`src/verilog/csr_index_pkg.sv`:
```
// Shared widths, response destination codes, response opcode and generator state enums
package csr_index_pkg;

    // ----------------------------------------------------------------------
    // Datapath widths
    // ----------------------------------------------------------------------
    // Request address and descriptor base
    localparam int ADDR_WIDTH  = 32;
    // First index and index count
    localparam int INDEX_WIDTH = 16;
    // Response data word
    localparam int DATA_WIDTH  = 32;

    // Each index entry is 4 bytes wide
    localparam int INDEX_BYTES_LOG2 = 2;

    // ----------------------------------------------------------------------
    // Response routing
    // ----------------------------------------------------------------------
    localparam int DEST_WIDTH = 2;

    // Any other destination code is dropped by the router
    localparam logic [DEST_WIDTH-1:0] DEST_CONFIGURE = 2'd0;
    localparam logic [DEST_WIDTH-1:0] DEST_GENERATOR = 2'd1;

    // Response opcodes
    typedef enum logic [1:0] {
        OP_CFG_FIRST = 2'd0,
        OP_CFG_COUNT = 2'd1,
        OP_DATA      = 2'd2
    } resp_op_e;

    // Index generator FSM states
    typedef enum logic [2:0] {
        GEN_IDLE     = 3'd0,
        GEN_WAIT_CFG = 3'd1,
        GEN_ISSUE    = 3'd2,
        GEN_DRAIN    = 3'd3,
        GEN_DONE     = 3'd4
    } gen_state_e;

endpackage : csr_index_pkg
```
`src/verilog/csr_cfg_if.sv`:
```
// Held index configuration link from the configuration block to the generator
`timescale 1ns/100ps

interface csr_cfg_if
    import csr_index_pkg::*;
#(
    parameter int INDEX_WIDTH = csr_index_pkg::INDEX_WIDTH
) ();

    // Level, high while a complete configuration is held
    logic                   cfg_valid;
    logic [INDEX_WIDTH-1:0] cfg_first;
    logic [INDEX_WIDTH-1:0] cfg_count;
    // One-cycle pulse from the generator when it latches the configuration
    logic                   cfg_taken;

    modport configure (
        output cfg_valid,
        output cfg_first,
        output cfg_count,
        input  cfg_taken
    );

    modport generator (
        input  cfg_valid,
        input  cfg_first,
        input  cfg_count,
        output cfg_taken
    );

endinterface : csr_cfg_if

```
`src/verilog/csr_index_engine.sv`:
```
// CSR index engine top level with input and output registers and block instances
`timescale 1ns/100ps

module csr_index_engine
    import csr_index_pkg::*;
#(
    parameter int ADDR_WIDTH  = csr_index_pkg::ADDR_WIDTH,
    parameter int INDEX_WIDTH = csr_index_pkg::INDEX_WIDTH
) (
    input  logic                  ap_clk,
    input  logic                  areset_csr_engine,
    input  logic                  resp_valid_i,
    input  logic [DEST_WIDTH-1:0] resp_dest_i,
    input  resp_op_e              resp_op_i,
    input  logic [DATA_WIDTH-1:0] resp_data_i,
    input  logic                  desc_valid_i,
    input  logic [ADDR_WIDTH-1:0] desc_base_i,
    input  logic                  req_ready_i,
    output logic                  req_valid_o,
    output logic [ADDR_WIDTH-1:0] req_addr_o,
    output logic                  done_o
);

    logic                  resp_valid_q;
    logic [DEST_WIDTH-1:0] resp_dest_q;
    resp_op_e              resp_op_q;
    logic [DATA_WIDTH-1:0] resp_data_q;
    logic                  desc_valid_q;
    logic [ADDR_WIDTH-1:0] desc_base_q;
    logic                  req_ready_q;

    logic                  cfg_word_valid;
    resp_op_e              cfg_word_op;
    logic [DATA_WIDTH-1:0] cfg_word_data;
    logic                  data_valid;
    logic                  gen_req_valid;
    logic [ADDR_WIDTH-1:0] gen_req_addr;
    logic                  gen_done;

    // ----------------------------------------------------------------------
    // Input registers
    // ----------------------------------------------------------------------
    always_ff @(posedge ap_clk) begin
        if (areset_csr_engine) begin
            resp_valid_q <= 1'b0;
            desc_valid_q <= 1'b0;
            req_ready_q  <= 1'b0;
        end else begin
            resp_valid_q <= resp_valid_i;
            desc_valid_q <= desc_valid_i;
            req_ready_q  <= req_ready_i;
        end
    end

    always_ff @(posedge ap_clk) begin
        resp_dest_q <= resp_dest_i;
        resp_op_q   <= resp_op_i;
        resp_data_q <= resp_data_i;
        desc_base_q <= desc_base_i;
    end

    // ----------------------------------------------------------------------
    // Output registers
    // ----------------------------------------------------------------------
    always_ff @(posedge ap_clk) begin
        if (areset_csr_engine) begin
            req_valid_o <= 1'b0;
            done_o      <= 1'b0;
        end else begin
            req_valid_o <= gen_req_valid;
            done_o      <= gen_done;
        end
    end

    always_ff @(posedge ap_clk) begin
        req_addr_o <= gen_req_addr;
    end

    // ----------------------------------------------------------------------
    // Response router, configuration and generator
    // ----------------------------------------------------------------------
    csr_cfg_if #(
        .INDEX_WIDTH(INDEX_WIDTH)
    ) u_cfg_if ();

    csr_response_router u_router (
        .ap_clk           (ap_clk),
        .areset_csr_engine(areset_csr_engine),
        .resp_valid_i     (resp_valid_q),
        .resp_dest_i      (resp_dest_q),
        .resp_op_i        (resp_op_q),
        .resp_data_i      (resp_data_q),
        .cfg_word_valid_o (cfg_word_valid),
        .cfg_word_op_o    (cfg_word_op),
        .cfg_word_data_o  (cfg_word_data),
        .data_valid_o     (data_valid)
    );

    csr_index_configure #(
        .INDEX_WIDTH(INDEX_WIDTH)
    ) u_configure (
        .ap_clk           (ap_clk),
        .areset_csr_engine(areset_csr_engine),
        .cfg_word_valid_i (cfg_word_valid),
        .cfg_word_op_i    (cfg_word_op),
        .cfg_word_data_i  (cfg_word_data),
        .cfg              (u_cfg_if.configure)
    );

    csr_index_generator #(
        .ADDR_WIDTH (ADDR_WIDTH),
        .INDEX_WIDTH(INDEX_WIDTH)
    ) u_generator (
        .ap_clk           (ap_clk),
        .areset_csr_engine(areset_csr_engine),
        .desc_valid_i     (desc_valid_q),
        .desc_base_i      (desc_base_q),
        .req_ready_i      (req_ready_q),
        .data_valid_i     (data_valid),
        .cfg              (u_cfg_if.generator),
        .req_valid_o      (gen_req_valid),
        .req_addr_o       (gen_req_addr),
        .gen_done_o       (gen_done)
    );

endmodule : csr_index_engine

```
`src/verilog/csr_index_generator.sv`:
```
// Index read request FSM with back-pressure handling and data return counting
`timescale 1ns/100ps

module csr_index_generator
    import csr_index_pkg::*;
#(
    parameter int ADDR_WIDTH  = csr_index_pkg::ADDR_WIDTH,
    parameter int INDEX_WIDTH = csr_index_pkg::INDEX_WIDTH
) (
    input  logic                  ap_clk,
    input  logic                  areset_csr_engine,
    input  logic                  desc_valid_i,
    input  logic [ADDR_WIDTH-1:0] desc_base_i,
    input  logic                  req_ready_i,
    input  logic                  data_valid_i,
    csr_cfg_if.generator          cfg,
    output logic                  req_valid_o,
    output logic [ADDR_WIDTH-1:0] req_addr_o,
    output logic                  gen_done_o
);

    gen_state_e state_q;
    gen_state_e state_d;

    logic [ADDR_WIDTH-1:0]  base_q;
    logic [INDEX_WIDTH-1:0] idx_q;
    logic [INDEX_WIDTH-1:0] left_q;
    logic [INDEX_WIDTH-1:0] count_q;
    logic [INDEX_WIDTH-1:0] ret_q;

    logic job_start;
    logic cfg_seen;
    logic issue;

    // ----------------------------------------------------------------------
    // Control strobes
    // ----------------------------------------------------------------------
    // A new descriptor is only taken while idle or holding done
    assign job_start = desc_valid_i && ((state_q == GEN_IDLE) || (state_q == GEN_DONE));
    assign cfg_seen  = (state_q == GEN_WAIT_CFG) && cfg.cfg_valid;
    // Low ready holds the current index
    assign issue     = (state_q == GEN_ISSUE) && req_ready_i;

    // ----------------------------------------------------------------------
    // Next state
    // ----------------------------------------------------------------------
    always_comb begin
        state_d = state_q;
        case (state_q)
            GEN_IDLE, GEN_DONE: begin
                if (desc_valid_i) begin
                    state_d = GEN_WAIT_CFG;
                end
            end
            GEN_WAIT_CFG: begin
                if (cfg.cfg_valid) begin
                    // Empty job has nothing to issue or wait for
                    state_d = (cfg.cfg_count == '0) ? GEN_DONE : GEN_ISSUE;
                end
            end
            GEN_ISSUE: begin
                if (issue && (left_q == INDEX_WIDTH'(1))) begin
                    state_d = GEN_DRAIN;
                end
            end
            GEN_DRAIN: begin
                if (ret_q == count_q) begin
                    state_d = GEN_DONE;
                end
            end
            default: begin
                state_d = GEN_IDLE;
            end
        endcase
    end

    always_ff @(posedge ap_clk) begin
        if (areset_csr_engine) begin
            state_q <= GEN_IDLE;
        end else begin
            state_q <= state_d;
        end
    end

    // ----------------------------------------------------------------------
    // Data return counter
    // ----------------------------------------------------------------------
    always_ff @(posedge ap_clk) begin
        if (areset_csr_engine) begin
            ret_q <= '0;
        end else if (cfg_seen) begin
            ret_q <= '0;
        end else if (data_valid_i) begin
            ret_q <= ret_q + INDEX_WIDTH'(1);
        end
    end

    // ----------------------------------------------------------------------
    // Job registers
    // ----------------------------------------------------------------------
    always_ff @(posedge ap_clk) begin
        if (job_start) begin
            base_q <= desc_base_i;
        end
        if (cfg_seen) begin
            idx_q   <= cfg.cfg_first;
            left_q  <= cfg.cfg_count;
            count_q <= cfg.cfg_count;
        end else if (issue) begin
            idx_q  <= idx_q + INDEX_WIDTH'(1);
            left_q <= left_q - INDEX_WIDTH'(1);
        end
    end

    // Handover pulse in the same cycle that cfg_valid is seen
    assign cfg.cfg_taken = cfg_seen;

    // Byte address of the current index entry
    assign req_valid_o = issue;
    assign req_addr_o  = base_q + (ADDR_WIDTH'(idx_q) << INDEX_BYTES_LOG2);
    assign gen_done_o  = (state_q == GEN_DONE);

endmodule : csr_index_generator

```
`src/verilog/csr_index_configure.sv`:
```
// Configuration word collector that builds the held first-index and count configuration
`timescale 1ns/100ps

module csr_index_configure
    import csr_index_pkg::*;
#(
    parameter int INDEX_WIDTH = csr_index_pkg::INDEX_WIDTH
) (
    input  logic                  ap_clk,
    input  logic                  areset_csr_engine,
    input  logic                  cfg_word_valid_i,
    input  resp_op_e              cfg_word_op_i,
    input  logic [DATA_WIDTH-1:0] cfg_word_data_i,
    csr_cfg_if.configure          cfg
);

    logic [INDEX_WIDTH-1:0] first_q;
    logic [INDEX_WIDTH-1:0] count_q;
    logic                   have_first_q;
    logic                   have_count_q;
    logic                   take_first;
    logic                   take_count;

    assign take_first = cfg_word_valid_i && (cfg_word_op_i == OP_CFG_FIRST);
    assign take_count = cfg_word_valid_i && (cfg_word_op_i == OP_CFG_COUNT);

    // ----------------------------------------------------------------------
    // Received flags
    // ----------------------------------------------------------------------
    // A handover clears both flags; a word landing in the same cycle
    // starts the next configuration
    always_ff @(posedge ap_clk) begin
        if (areset_csr_engine) begin
            have_first_q <= 1'b0;
            have_count_q <= 1'b0;
        end else begin
            if (cfg.cfg_taken) begin
                have_first_q <= 1'b0;
                have_count_q <= 1'b0;
            end
            if (take_first) begin
                have_first_q <= 1'b1;
            end
            if (take_count) begin
                have_count_q <= 1'b1;
            end
        end
    end

    // Held values survive the handover
    always_ff @(posedge ap_clk) begin
        if (take_first) begin
            first_q <= cfg_word_data_i[INDEX_WIDTH-1:0];
        end
        if (take_count) begin
            count_q <= cfg_word_data_i[INDEX_WIDTH-1:0];
        end
    end

    // Either word order works, valid rises once both have arrived
    assign cfg.cfg_valid = have_first_q && have_count_q;
    assign cfg.cfg_first = first_q;
    assign cfg.cfg_count = count_q;

endmodule : csr_index_configure

```
`src/verilog/csr_response_router.sv`:
```
// Registered 1-to-2 response router that steers by destination field and opcode
`timescale 1ns/100ps

module csr_response_router
    import csr_index_pkg::*;
(
    input  logic                  ap_clk,
    input  logic                  areset_csr_engine,
    input  logic                  resp_valid_i,
    input  logic [DEST_WIDTH-1:0] resp_dest_i,
    input  resp_op_e              resp_op_i,
    input  logic [DATA_WIDTH-1:0] resp_data_i,
    output logic                  cfg_word_valid_o,
    output resp_op_e              cfg_word_op_o,
    output logic [DATA_WIDTH-1:0] cfg_word_data_o,
    output logic                  data_valid_o
);

    logic to_configure;
    logic to_generator;

    // ----------------------------------------------------------------------
    // Steering decision
    // ----------------------------------------------------------------------
    // Only configuration opcodes are accepted by the configuration block
    assign to_configure = resp_valid_i && (resp_dest_i == DEST_CONFIGURE) &&
                          ((resp_op_i == OP_CFG_FIRST) || (resp_op_i == OP_CFG_COUNT));

    // Generator only counts data returns
    assign to_generator = resp_valid_i && (resp_dest_i == DEST_GENERATOR) &&
                          (resp_op_i == OP_DATA);

    // ----------------------------------------------------------------------
    // Output stage
    // ----------------------------------------------------------------------
    always_ff @(posedge ap_clk) begin
        if (areset_csr_engine) begin
            cfg_word_valid_o <= 1'b0;
            data_valid_o     <= 1'b0;
        end else begin
            cfg_word_valid_o <= to_configure;
            data_valid_o     <= to_generator;
        end
    end

    // Word payload follows the strobe, qualified downstream by cfg_word_valid_o
    always_ff @(posedge ap_clk) begin
        cfg_word_op_o   <= resp_op_i;
        cfg_word_data_o <= resp_data_i;
    end

endmodule : csr_response_router

```
`config.mk`:
```
export PLATFORM = sky130hd
export DESIGN_NAME = csr_index_engine
export DESIGN_NICKNAME = d
export VERILOG_FILES = /design/src/verilog/csr_index_pkg.sv /design/src/verilog/csr_cfg_if.sv /design/src/verilog/csr_index_engine.sv /design/src/verilog/csr_index_generator.sv /design/src/verilog/csr_index_configure.sv /design/src/verilog/csr_response_router.sv
export SDC_FILE = /design/constraint.sdc
export NUM_CORES = 1
export LEC_CHECK = 0
export BUFFER_PORTS_ARGS = -buffer_cell sky130_fd_sc_hd__buf_4
export CORE_MARGIN = 1
export CORE_UTILIZATION = 40
export CTS_CLUSTER_SIZE = 28
export DETAILED_ROUTE_END_ITERATION = 16
export PLACE_DENSITY_LB_ADDON = 0.08
export SYNTH_ARGS = -nofsm -noshare
export SYNTH_HDL_FRONTEND = slang
export SYNTH_SLANG_ARGS = --single-unit
export TNS_END_PERCENT = 5
```
`constraint.sdc`:
```
create_clock -name ap_clk -period 3.5 [get_ports ap_clk]
set_input_delay 0.525 -clock ap_clk [delete_from_list [all_inputs] [get_ports ap_clk]]
set_output_delay 0.525 -clock ap_clk [all_outputs]
set_load 0.02 [all_outputs]
```
==> results of run 1 <==
[area by class of cell]
| class | instances | area (µm²) |
|---|---|---|
| Tap cell | 275 | 344.1 |
| Clock inverter | 9 | 90.09 |
| Clock buffer | 39 | 729.5 |
| Sequential cell | 242 | 5966 |
| Inverter | 18 | 67.56 |
| Multi-Input combinational cell | 406 | 2599 |
| Fill cell | 1853 | 10650 |
| Timing Repair Buffer | 93 | 710.7 |
[cells in the mapped netlist (all sizes together), types with 3 or more instances]
cell type  instances
ha                20
and4               3
clkbuf            13
o21ai             39
a21oi             26
o31a               3
nor2b              6
nor3b              4
nand3             16
a21o               6
nand2             70
nand2b             3
edfxtp           112
nor4               7
buf                3
a41oi              3
xnor2             56
o211ai             3
nor2              52
a211oi             3
nand4             15
inv               18
and3               8
xor2              27
or3                5
nor3              10
dfxtp            130
[sequential cells by signal (all words and copies together), names as in the netlist]
| signal | flops |
|---|---|
| u_router.cfg_word_data_o | 16 |
| u_router.data_valid_o | 1 |
| u_generator.left_q | 16 |
| req_addr_o | 32 |
| u_generator.count_q | 16 |
| u_configure.have_count_q | 1 |
| req_valid_o | 1 |
| u_generator.state_q | 3 |
| u_generator.idx_q | 16 |
| u_configure.cfg.cfg_count | 16 |
| desc_base_q | 32 |
| u_router.cfg_word_op_o | 2 |
| done_o | 1 |
| u_router.cfg_word_valid_o | 1 |
| desc_valid_q | 1 |
| resp_data_q | 16 |
| resp_valid_q | 1 |
| u_configure.have_first_q | 1 |
| u_generator.base_q | 32 |
| u_generator.ret_q | 16 |
| req_ready_q | 1 |
| resp_dest_q | 2 |
| u_configure.cfg.cfg_first | 16 |
| resp_op_q | 2 |
[path summary, 6_finish.rpt]
kind	slack (ps)	depth (start not counted)	to	from
worst max-delay path	600	9	req_addr_o[26]$_DFF_P_	u_generator.idx_q[0]$_DFFE_PP_
worst min-delay path	90	1	resp_dest_q[1]$_DFF_P_	resp_dest_i[1]
worst max register to register	600	9	req_addr_o[26]$_DFF_P_	u_generator.idx_q[0]$_DFFE_PP_
worst min register to register	300	0	u_router.cfg_word_data_o[8]$_DFF_P_	resp_data_q[8]$_DFF_P_
[worst max-delay path, delay by kind of cell, from the launching register on]
kind | cells | cell delay (ps)
AOI/OAI and AO/OA | 3 | 1130
xor gates and xnor gates | 1 | 160
adders and majority gates | 2 | 630
buffers and inverters | 1 | 60
DFF | 1 | 440
and+or+nand+nor | 2 | 380
[cells by family (layout without fill, tap and decap cells)]
kind of cell               Yosys count  in the layout  share of synthesized area
buffers and inverters               34            159                    0.01570
AOI/OAI and AO/OA                   96             96                    0.06884
muxes                                1              1                   0.001152
and+or+nand+nor                    205            205                     0.1129
xor gates and xnor gates            83             83                    0.08367
adders and majority gates           21             21                    0.03111
DFF                                242            242                     0.6866
[through the flow]
stage,total power [mW],cell area (µm²)
final,6.892,10510
after global routing,7.206,10510
after CTS,6.992,10510
after detailed placement,4.373,9687
after global placement,4.359,9687
after floorplan,3.994,8688
[power by group]
part	switching (mW)	total, mW	internal [mW]	leakage (nW)
registers	0.131	3.37	3.24	2.10
logic	0.545	0.943	0.398	1.37
clock network	1.06	2.58	1.52	0.400
total	1.74	6.89	5.16	3.88
[layout by cell type, fill, tap and decap left out, types with 5 or more instances in the layout]
master     instances
buf_4             92
o21ai_1           31
nor4_1             6
a21oi_1           25
ha_1              20
clkbuf_16         26
nand2_1           70
xor2_1            27
a21o_1             6
nor3_1             9
and3_1             8
dfxtp_1          130
edfxtp_1         112
nand3_1           16
nand4_1           15
o21ai_0            8
nor2b_1            6
xnor2_1           56
nor2_1            50
or3_1              5
inv_1             17
clkbuf_1          10
[routing by layer]
metal | up-vias | routed length (µm) | GRT usage
met4 | 0 | 380 | 0.04490
met3 | 30 | 656 | 0.02691
met1 | 2489 | 7971 | 0.2118
li1 | 2611 | - | -
met5 | - | 0 | 0
met2 | 96 | 7174 | 0.2296
==> summary.md, run 1 <==
| Metric | Value |
|---|---|
| Status | finished clean |
| CP endpoint kind | register |
| Netlist cell types | between 50 and 60 |
| Period utilization | 0.8274 |
| Mapped Area | about 8700 µm² |
| YS warnings | 0 |
| N_diodes | 0 |
| First-pass GRT wire length | between 20 and 30 mm |
| CTS root buf | clkbuf_16 |
| Grt ovf | 0 |
| Fin crit period | about 2900 ps |
| Worst-path clk slew | roughly 60 ps |
| Worst Clk Skew | ~26 ps |
| HP Class | input port to register |
| Syn Inst Count | 682 |
| Die H | around 150 µm |
| Critical path peak fanout | 7 |
| I/O pin total | approximately 110 |
| Slew @ Worst Pin | about 1000 ps |
| Fin cells | 1082 |
| Number of synthesized flops with an enable pin | roughly 110 |
| Initial Utilization | 0.4107 |
| CTS max path bufs | 3 |
| Setup ws final | 604.1 ps |
| Max IR drop VDD | slightly above 400 µV |
| Row cnt | 53 |
| Synth top area cells | edfxtp_1, dfxtp_1, xnor2_1 |
| Via/cell ratio | 4.830 |
| DRT Pass-1 Iters | 6 |
| Routed WL | roughly 16 mm |
| Critical Path Start Type | register |
| Worst Path Arrival | 3320 ps |
| Final hold viol count | 0 |
| Synth area leader | edfxtp_1 |
| Required time of the critical path | 3920 ps |
| Main synth FF type | dfxtp_1 |
| Layout cell share with drive strength beyond 1 | 0.1772 |
| Final Max Slew Viols | 0 |
| Syn nets | between 700 and 800 |
| H-tree depth | 1 |
| Slowest stage delay, CP | ~600 ps |
| CP Cell Sequence | ha_1 -> inv_1 -> fa_1 -> nor2b_1 -> o31a_1 -> a41oi_1 -> o31ai_2 -> nand4_1 -> xnor2_1 |
| Routability cong. | 0.8008 |
| Max cap viols | 0 |
| Largest net degree at the start of global routing | 43 |
| Share of the synthesized area in the top cell type | 0.3871 |
| RSZ-0062 raised after global routing | false |
| Clk Latency, worst-skew pair | about 530 ps |
| Vias | 5226 |
| Critical-path top delay cell | o31ai_2 |
| Register area share after synthesis | 0.6866 |
| Die area | 22310 µm² |
| Gr usage total | 0.1487 |
| Num CTS Buffers | 26 |
| PwrDens | 656.0 nW/µm² |
| Static leakage | around 3.9 nW |
| Yosys reg bits | 242 |
| DRC | 0 |
| Vias in the first global route | ~5200 |
| Resized Gates After CTS | 0 |
| Final Setup Violations | 0 |
| Drt wl/cell | between 10 and 15 µm |
| Post-CTS Setup Bufs | 0 |
| Core Area | around 21000 µm² |
| Synthesized area per cell | roughly 13 µm² |
| CP Class | register to register |
| Final net count | roughly 900 |
| Dpl ws | around 580 ps |
| Setup TNS | 0 ps |
| Area growth syn-to-layout | 20.92% |
| Initial drt markers | between 200 and 300 |
| Antenna Violating Nets Remaining | 0 |
| CTS tree | built |
| CTS Hold Bufs | 0 |
| Initial antenna violation count | 0 |
| Clock sink count | between 200 and 250 |
| Die width | roughly 150 µm |
| Fmax | ~350 MHz |
| Fraction of registers with async set/reset | 0 |
| Placed insts | ~1000 |
| Worst Hold Margin | 94.58 ps |
| Relative slew slack | 0.3229 |
| Final Core Density | 0.4967 |
| PortBufs | 90 |
| Hpwl dp | 11.46 mm |
Note: power is estimated with default switching activity, not from simulation.
==> inputs of run 2 (changes only) <==
==> constraint.sdc (replaced) <==
create_clock -name ap_clk -period 2.9 [get_ports ap_clk]
set_input_delay 0.435 -clock ap_clk [delete_from_list [all_inputs] [get_ports ap_clk]]
set_output_delay 0.435 -clock ap_clk [all_outputs]
set_load 0.02 [all_outputs]
==> run 2 against run 1 <==
Against the previous run:
- cell area up 5.0%
- clock-buffer cell count down 2
- wire length rose by 3.2%
- die area is the same
- sequential power is 20% higher
- register-to-register slack worse by 370 ps
- critical path type unchanged
- sequential cell count stayed put
- global-route usage grew 0.36 points
- fmax increased by 8.5%
==> summary.md, run 2 (synthesized netlist as in run 1, its figures left out) <==
| Metric | Value |
|---|---|
| Cell depth of the worst flop-to-flop path | 10 |
| Status | finished clean |
| Post-CTS Setup Bufs | 0 |
| Most common cell after layout, fill and taps aside | dfxtp_1 |
| Final net count | between 900 and 1000 |
| CTS root buf | clkbuf_16 |
| Clk Latency, worst-skew pair | approximately 530 ps |
| Area growth syn-to-layout | 26.92% |
| Worst hold path stage count | 1 |
| Num CTS Buffers | 26 |
| Final hold viol count | 0 |
| Via/cell ratio | 4.722 |
| Clock sink count | 242 |
| Drt wl/cell | 14.73 µm |
| Worst Clk Skew | 14.29 ps |
| Relative slew slack | 0.4627 |
| Critical path peak fanout | 7 |
| Setup ws final | 231.5 ps |
| First-pass GRT wire length | between 20 and 30 mm |
| PortBufs | 90 |
| Most frequent cells in the layout | dfxtp_1, edfxtp_1, buf_4, nand2_1, xnor2_1 |
| Resized Gates After CTS | 0 |
| Final Core Density | 0.5213 |
| Worst Path Arrival | between 3000 and 4000 ps |
| Initial drt markers | a little over 200 |
| Critical Path Start Type | register |
| Routability cong. | between 0.8 and 0.9 |
| DRC | 0 |
| Die H | approximately 150 µm |
| Die width | between 100 and 150 µm |
| CP Class | register to register |
| Antenna Violating Nets Remaining | 0 |
| Initial Utilization | 0.4107 |
| Dpl ws | roughly 240 ps |
| Grt ovf | 0 |
| Vias | 5355 |
| Slew @ Worst Pin | about 810 ps |
| H-tree depth | 1 |
| CTS tree | built |
| Max IR drop VDD | just under 500 µV |
| HP Class | input port to register |
| Fin cells | around 1100 |
| Placed insts | 1036 |
| Final Max Slew Viols | 0 |
| CTS max path bufs | 3 |
| RSZ-0062 raised after global routing | false |
| Die area | about 22000 µm² |
| Row cnt | between 50 and 60 |
| Layout cell share with drive strength beyond 1 | 0.1676 |
| CTS Hold Bufs | 50 |
| Largest net degree at the start of global routing | 67 |
| Register Area | around 6000 µm² |
| Period utilization | 0.9202 |
| Filler cell count | 1803 |
| PwrDens | ~760 nW/µm² |
| Core Area | 21150 µm² |
| CP endpoint kind | register |
| I/O pin total | ~110 |
| Fin crit period | roughly 2700 ps |
| Final Cell Area | 11030 µm² |
| Tot Pwr | about 8.4 mW |
| Required time of the critical path | 3320 ps |
| Setup TNS | 0 ps |
| Final Setup Violations | 0 |
| Hpwl dp | approximately 11 mm |
| Worst-path clk slew | ~60 ps |
| Multi-input combinational cell area | between 2000 and 3000 µm² |
| Initial antenna violation count | 0 |
| DRT Pass-1 Iters | 5 |
| Routed WL | around 17 mm |
| Fmax | between 300 and 400 MHz |
| Largest regs | desc_base_q: 32 flops, req_addr_o: 32 flops, u_generator.base_q: 32 flops |
| Static leakage | about 4.1 nW |
| Max cap viols | 0 |
| Worst Hold Margin | about 37 ps |
| Gr usage total | 0.1524 |
| N_diodes | 0 |
| Vias in the first global route | 5247 |
| DP Area | between 9000 and 10000 µm² |
[run 2: changes by cell type in the layout (fill, tap and decap cells not counted), sizes merged]
cell         change
dlygate4sd3     +50
clkinv           +6
clkbuf           -2
buf              +2
clkinvlp         -1
inv              -3
[run 2: report_power, final]
group	internal, mW	switching, mW	leakage, nW
Combinational	0.533	0.679	1.59
Sequential	3.90	0.155	2.10
Clock	1.85	1.30	0.406
[run 2: area by class of cell]
cell class	instances	area share
clock inverter	11	0.008283
clock buffer	37	0.06649
timing repair buffer	145	0.1112
sequential	242	0.5410
multi-input combinational	406	0.2357
inverter	18	0.006127
tap	275	0.03120
[run 2: path summary, 6_finish.rpt]
path                                        from                             endpoint  slack (ps)
setup / recovery  u_generator.idx_q[0]$_DFFE_PP_               req_addr_o[26]$_DFF_P_         230
setup reg to reg  u_generator.idx_q[0]$_DFFE_PP_               req_addr_o[26]$_DFF_P_         230
hold reg to reg           resp_data_q[1]$_DFF_P_  u_router.cfg_word_data_o[1]$_DFF_P_         320
hold / removal                   resp_data_i[15]              resp_data_q[15]$_DFF_P_          40
[run 2: routing by layer]
| metal | track usage | routed length, µm | part of all wire |
|---|---|---|---|
| met2 | 0.2400 | 7498 | 0.45 |
| met4 | 0.04082 | 369 | 0.022 |
| met5 | 0 | 0 | 0 |
| met1 | 0.2127 | 8083 | 0.48 |
| met3 | 0.03058 | 748 | 0.045 |
[run 2: worst max-delay path: stages, from the launching register on]
cell	delay [ps]
edfxtp_1	420
ha_1	220
inv_1	60
fa_1	400
nor2b_1	160
o31a_1	230
a41oi_1	320
o31ai_2	280
buf_4	200
nand4_1	120
xnor2_1	140
==> inputs of run 3 (changes only) <==
--- a/config.mk
+++ b/config.mk
@@ -8,9 +8,9 @@
 export BUFFER_PORTS_ARGS = -buffer_cell sky130_fd_sc_hd__buf_4
 export CORE_MARGIN = 1
 export CORE_UTILIZATION = 40
+export CTS_BUF_LIST = sky130_fd_sc_hd__clkbuf_8
 export CTS_CLUSTER_SIZE = 28
 export DETAILED_ROUTE_END_ITERATION = 16
-export PLACE_DENSITY_LB_ADDON = 0.08
 export SYNTH_ARGS = -nofsm -noshare
 export SYNTH_HDL_FRONTEND = slang
 export SYNTH_SLANG_ARGS = --single-unit
==> run 3 against run 2 <==
Against the previous run:
- hold slack improved by 100 ps
- critical path depth did not move
- worst setup slack improved by 38 ps
- core utilization is 0.24 points higher
- critical path type unchanged
- largest cell class unchanged
- largest power group unchanged
==> summary.md, run 3 (synthesized netlist as in run 1, its figures left out) <==
| Metric | Value |
|---|---|
| Max cap viols | 0 |
| Vias in the first global route | roughly 5600 |
| Fmax | around 380 MHz |
| Largest net degree at the start of global routing | 73 |
| Area growth syn-to-layout | 27.49% |
| Num CTS Buffers | 41 |
| Clk Latency, worst-skew pair | approximately 540 ps |
| RSZ-0062 raised after global routing | false |
| DP Area | ~9700 µm² |
| CP Class | register to register |
| Routed WL | between 15 and 20 mm |
| Static leakage | 4.190 nW |
| CP endpoint kind | register |
| Clock share of power | 0.370 |
| Critical path peak fanout | 7 |
| Relative slew slack | 0.4525 |
| Via/cell ratio | about 4.8 |
| Grt ovf | 0 |
| Worst Clk Skew | 22.76 ps |
| DRC | 0 |
| Core Area | 21150 µm² |
| Status | finished clean |
| Final Setup Violations | 0 |
| CTS tree | built |
| Final Cell Area | about 11000 µm² |
| Slew @ Worst Pin | a little over 800 ps |
| Row cnt | 53 |
| Fin cells | between 1000 and 1500 |
| PortBufs | 90 |
| Initial Utilization | 0.4107 |
| DRT Pass-1 Iters | 4 |
| HP Class | input port to register |
| Combinational share of power | 0.145 |
| Psw | around 2.2 mW |
| CTS root buf | clkbuf_8 |
| Required time of the critical path | approximately 3300 ps |
| Die area | 22310 µm² |
| Post-CTS Setup Bufs | 0 |
| Die width | between 100 and 150 µm |
| Hpwl dp | around 11 mm |
| Int Power | about 6.2 mW |
| Initial drt markers | 352 |
| Max IR drop VDD | between 400 and 500 µV |
| Final Max Slew Viols | 0 |
| Final hold viol count | 0 |
| Setup TNS | 0 ps |
| Most common cell after layout, fill and taps aside | dfxtp_1 |
| Gr usage total | 0.1596 |
| Placed insts | roughly 1000 |
| Sw frac | 0.2610 |
| Most frequent cells in the layout | dfxtp_1, edfxtp_1, buf_4, nand2_1, xnor2_1 |
| First-pass GRT wire length | about 28 mm |
| Worst Path Arrival | between 3000 and 4000 ps |
| I/O pin total | 107 |
| CTS max path bufs | 3 |
| Final net count | 950 |
| Period utilization | 0.9072 |
| Tot Pwr | 8.378 mW |
| Die H | between 100 and 150 µm |
| H-tree depth | 2 |
| Antenna Violating Nets Remaining | 0 |
| Vias | ~5600 |
| Initial antenna violation count | 0 |
| Resized Gates After CTS | 0 |
| Worst-path clk slew | approximately 60 ps |
| Layout cell share with drive strength beyond 1 | 0.1901 |
| Largest regs | desc_base_q: 32 flops, req_addr_o: 32 flops, u_generator.base_q: 32 flops |
| N_diodes | 0 |
| Critical Path Start Type | register |
| Clock sink count | 242 |
| Drt wl/cell | about 15 µm |
| Fin crit period | about 2600 ps |
| PwrDens | ~760 nW/µm² |
| Routability cong. | about 0.82 |
| Seq pwr share | 0.485 |
-- run 3: cell count changes in the layout (fill, tap and decap cells not counted) --
cell / change
nor2_2: +1
clkbuf_8: +48
clkinv_1: +1
bufinv_16: +1
clkinv_2: +1
clkinv_8: -1
clkbuf_1: -8
inv_4: +2
nor2_4: -1
dlygate4sd3_1: +2
clkbuf_16: -27
inv_1: +10
clkinvlp_4: +1
-- run 3: cell type report --
class / count / area, µm²
Clock buffer: 50 / 688.2
Clock inverter: 26 / 171.4
Fill cell: 1814 / 10080
Inverter: 18 / 67.56
Multi-Input combinational cell: 406 / 2594
Sequential cell: 242 / 5966
Tap cell: 275 / 344.1
Timing Repair Buffer: 147 / 1246
-- run 3: final timing paths --
check	start	to	slack [ps]	cells after the start
hold reg to reg	resp_data_q[8]$_DFF_P_	u_router.cfg_word_data_o[8]$_DFF_P_	320	0
setup / recovery	u_generator.idx_q[0]$_DFFE_PP_	req_addr_o[30]$_DFF_P_	270	10
hold / removal	desc_valid_i	desc_valid_q$_SDFF_PP0_	140	2
setup reg to reg	u_generator.idx_q[0]$_DFFE_PP_	req_addr_o[30]$_DFF_P_	270	10
-- run 3: per-stage QoR --
stage	hold WS, ps	util	worst slack (ps)
final	139.4	0.5236	269.2
after global routing	121.6	0.5236	32.52
after CTS	116.5	0.5236	253.6
after detailed placement	312.1	0.4584	245.9
after global placement	315.8	0.4584	342.5
after floorplan	309.6	-	504.8
-- run 3: worst max-delay path: stages (launching register included) --
cell and delay (ps):
edfxtp_1 430, ha_1 230, inv_1 70, fa_1 410, nor2b_1 180, o31a_1 210, a41oi_1 280, o31ai_2 260
buf_4 190, nand4_1 120, xnor2_1 140
-- run 3: power groups by stage --
| stage | clock (mW) | combinational [mW] | sequential, mW |
|---|---|---|---|
| after floorplan | 0 | 0.572 | 4.25 |
| after global placement | 0 | 1.13 | 4.13 |
| after detailed placement | 0 | 1.16 | 4.13 |
| after CTS | 3.18 | 1.22 | 4.07 |
| after global routing | 3.35 | 1.32 | 4.09 |
| final | 3.10 | 1.21 | 4.07 |
-- run 3: metal layers --
layer | track usage | wire [µm] | up-vias
li1 | - | - | 2763
met1 | 0.2004 | 7507 | 2657
met2 | 0.2641 | 8365 | 125
met3 | 0.03884 | 791 | 37
met4 | 0.06224 | 370 | 0
met5 | 0 | 0 | -
-- run 3: timing repair --
item,4_1_cts,5_1_grt
hold buffers,52,0
setup endpoints to repair,0,0
hold endpoints to repair,52,0
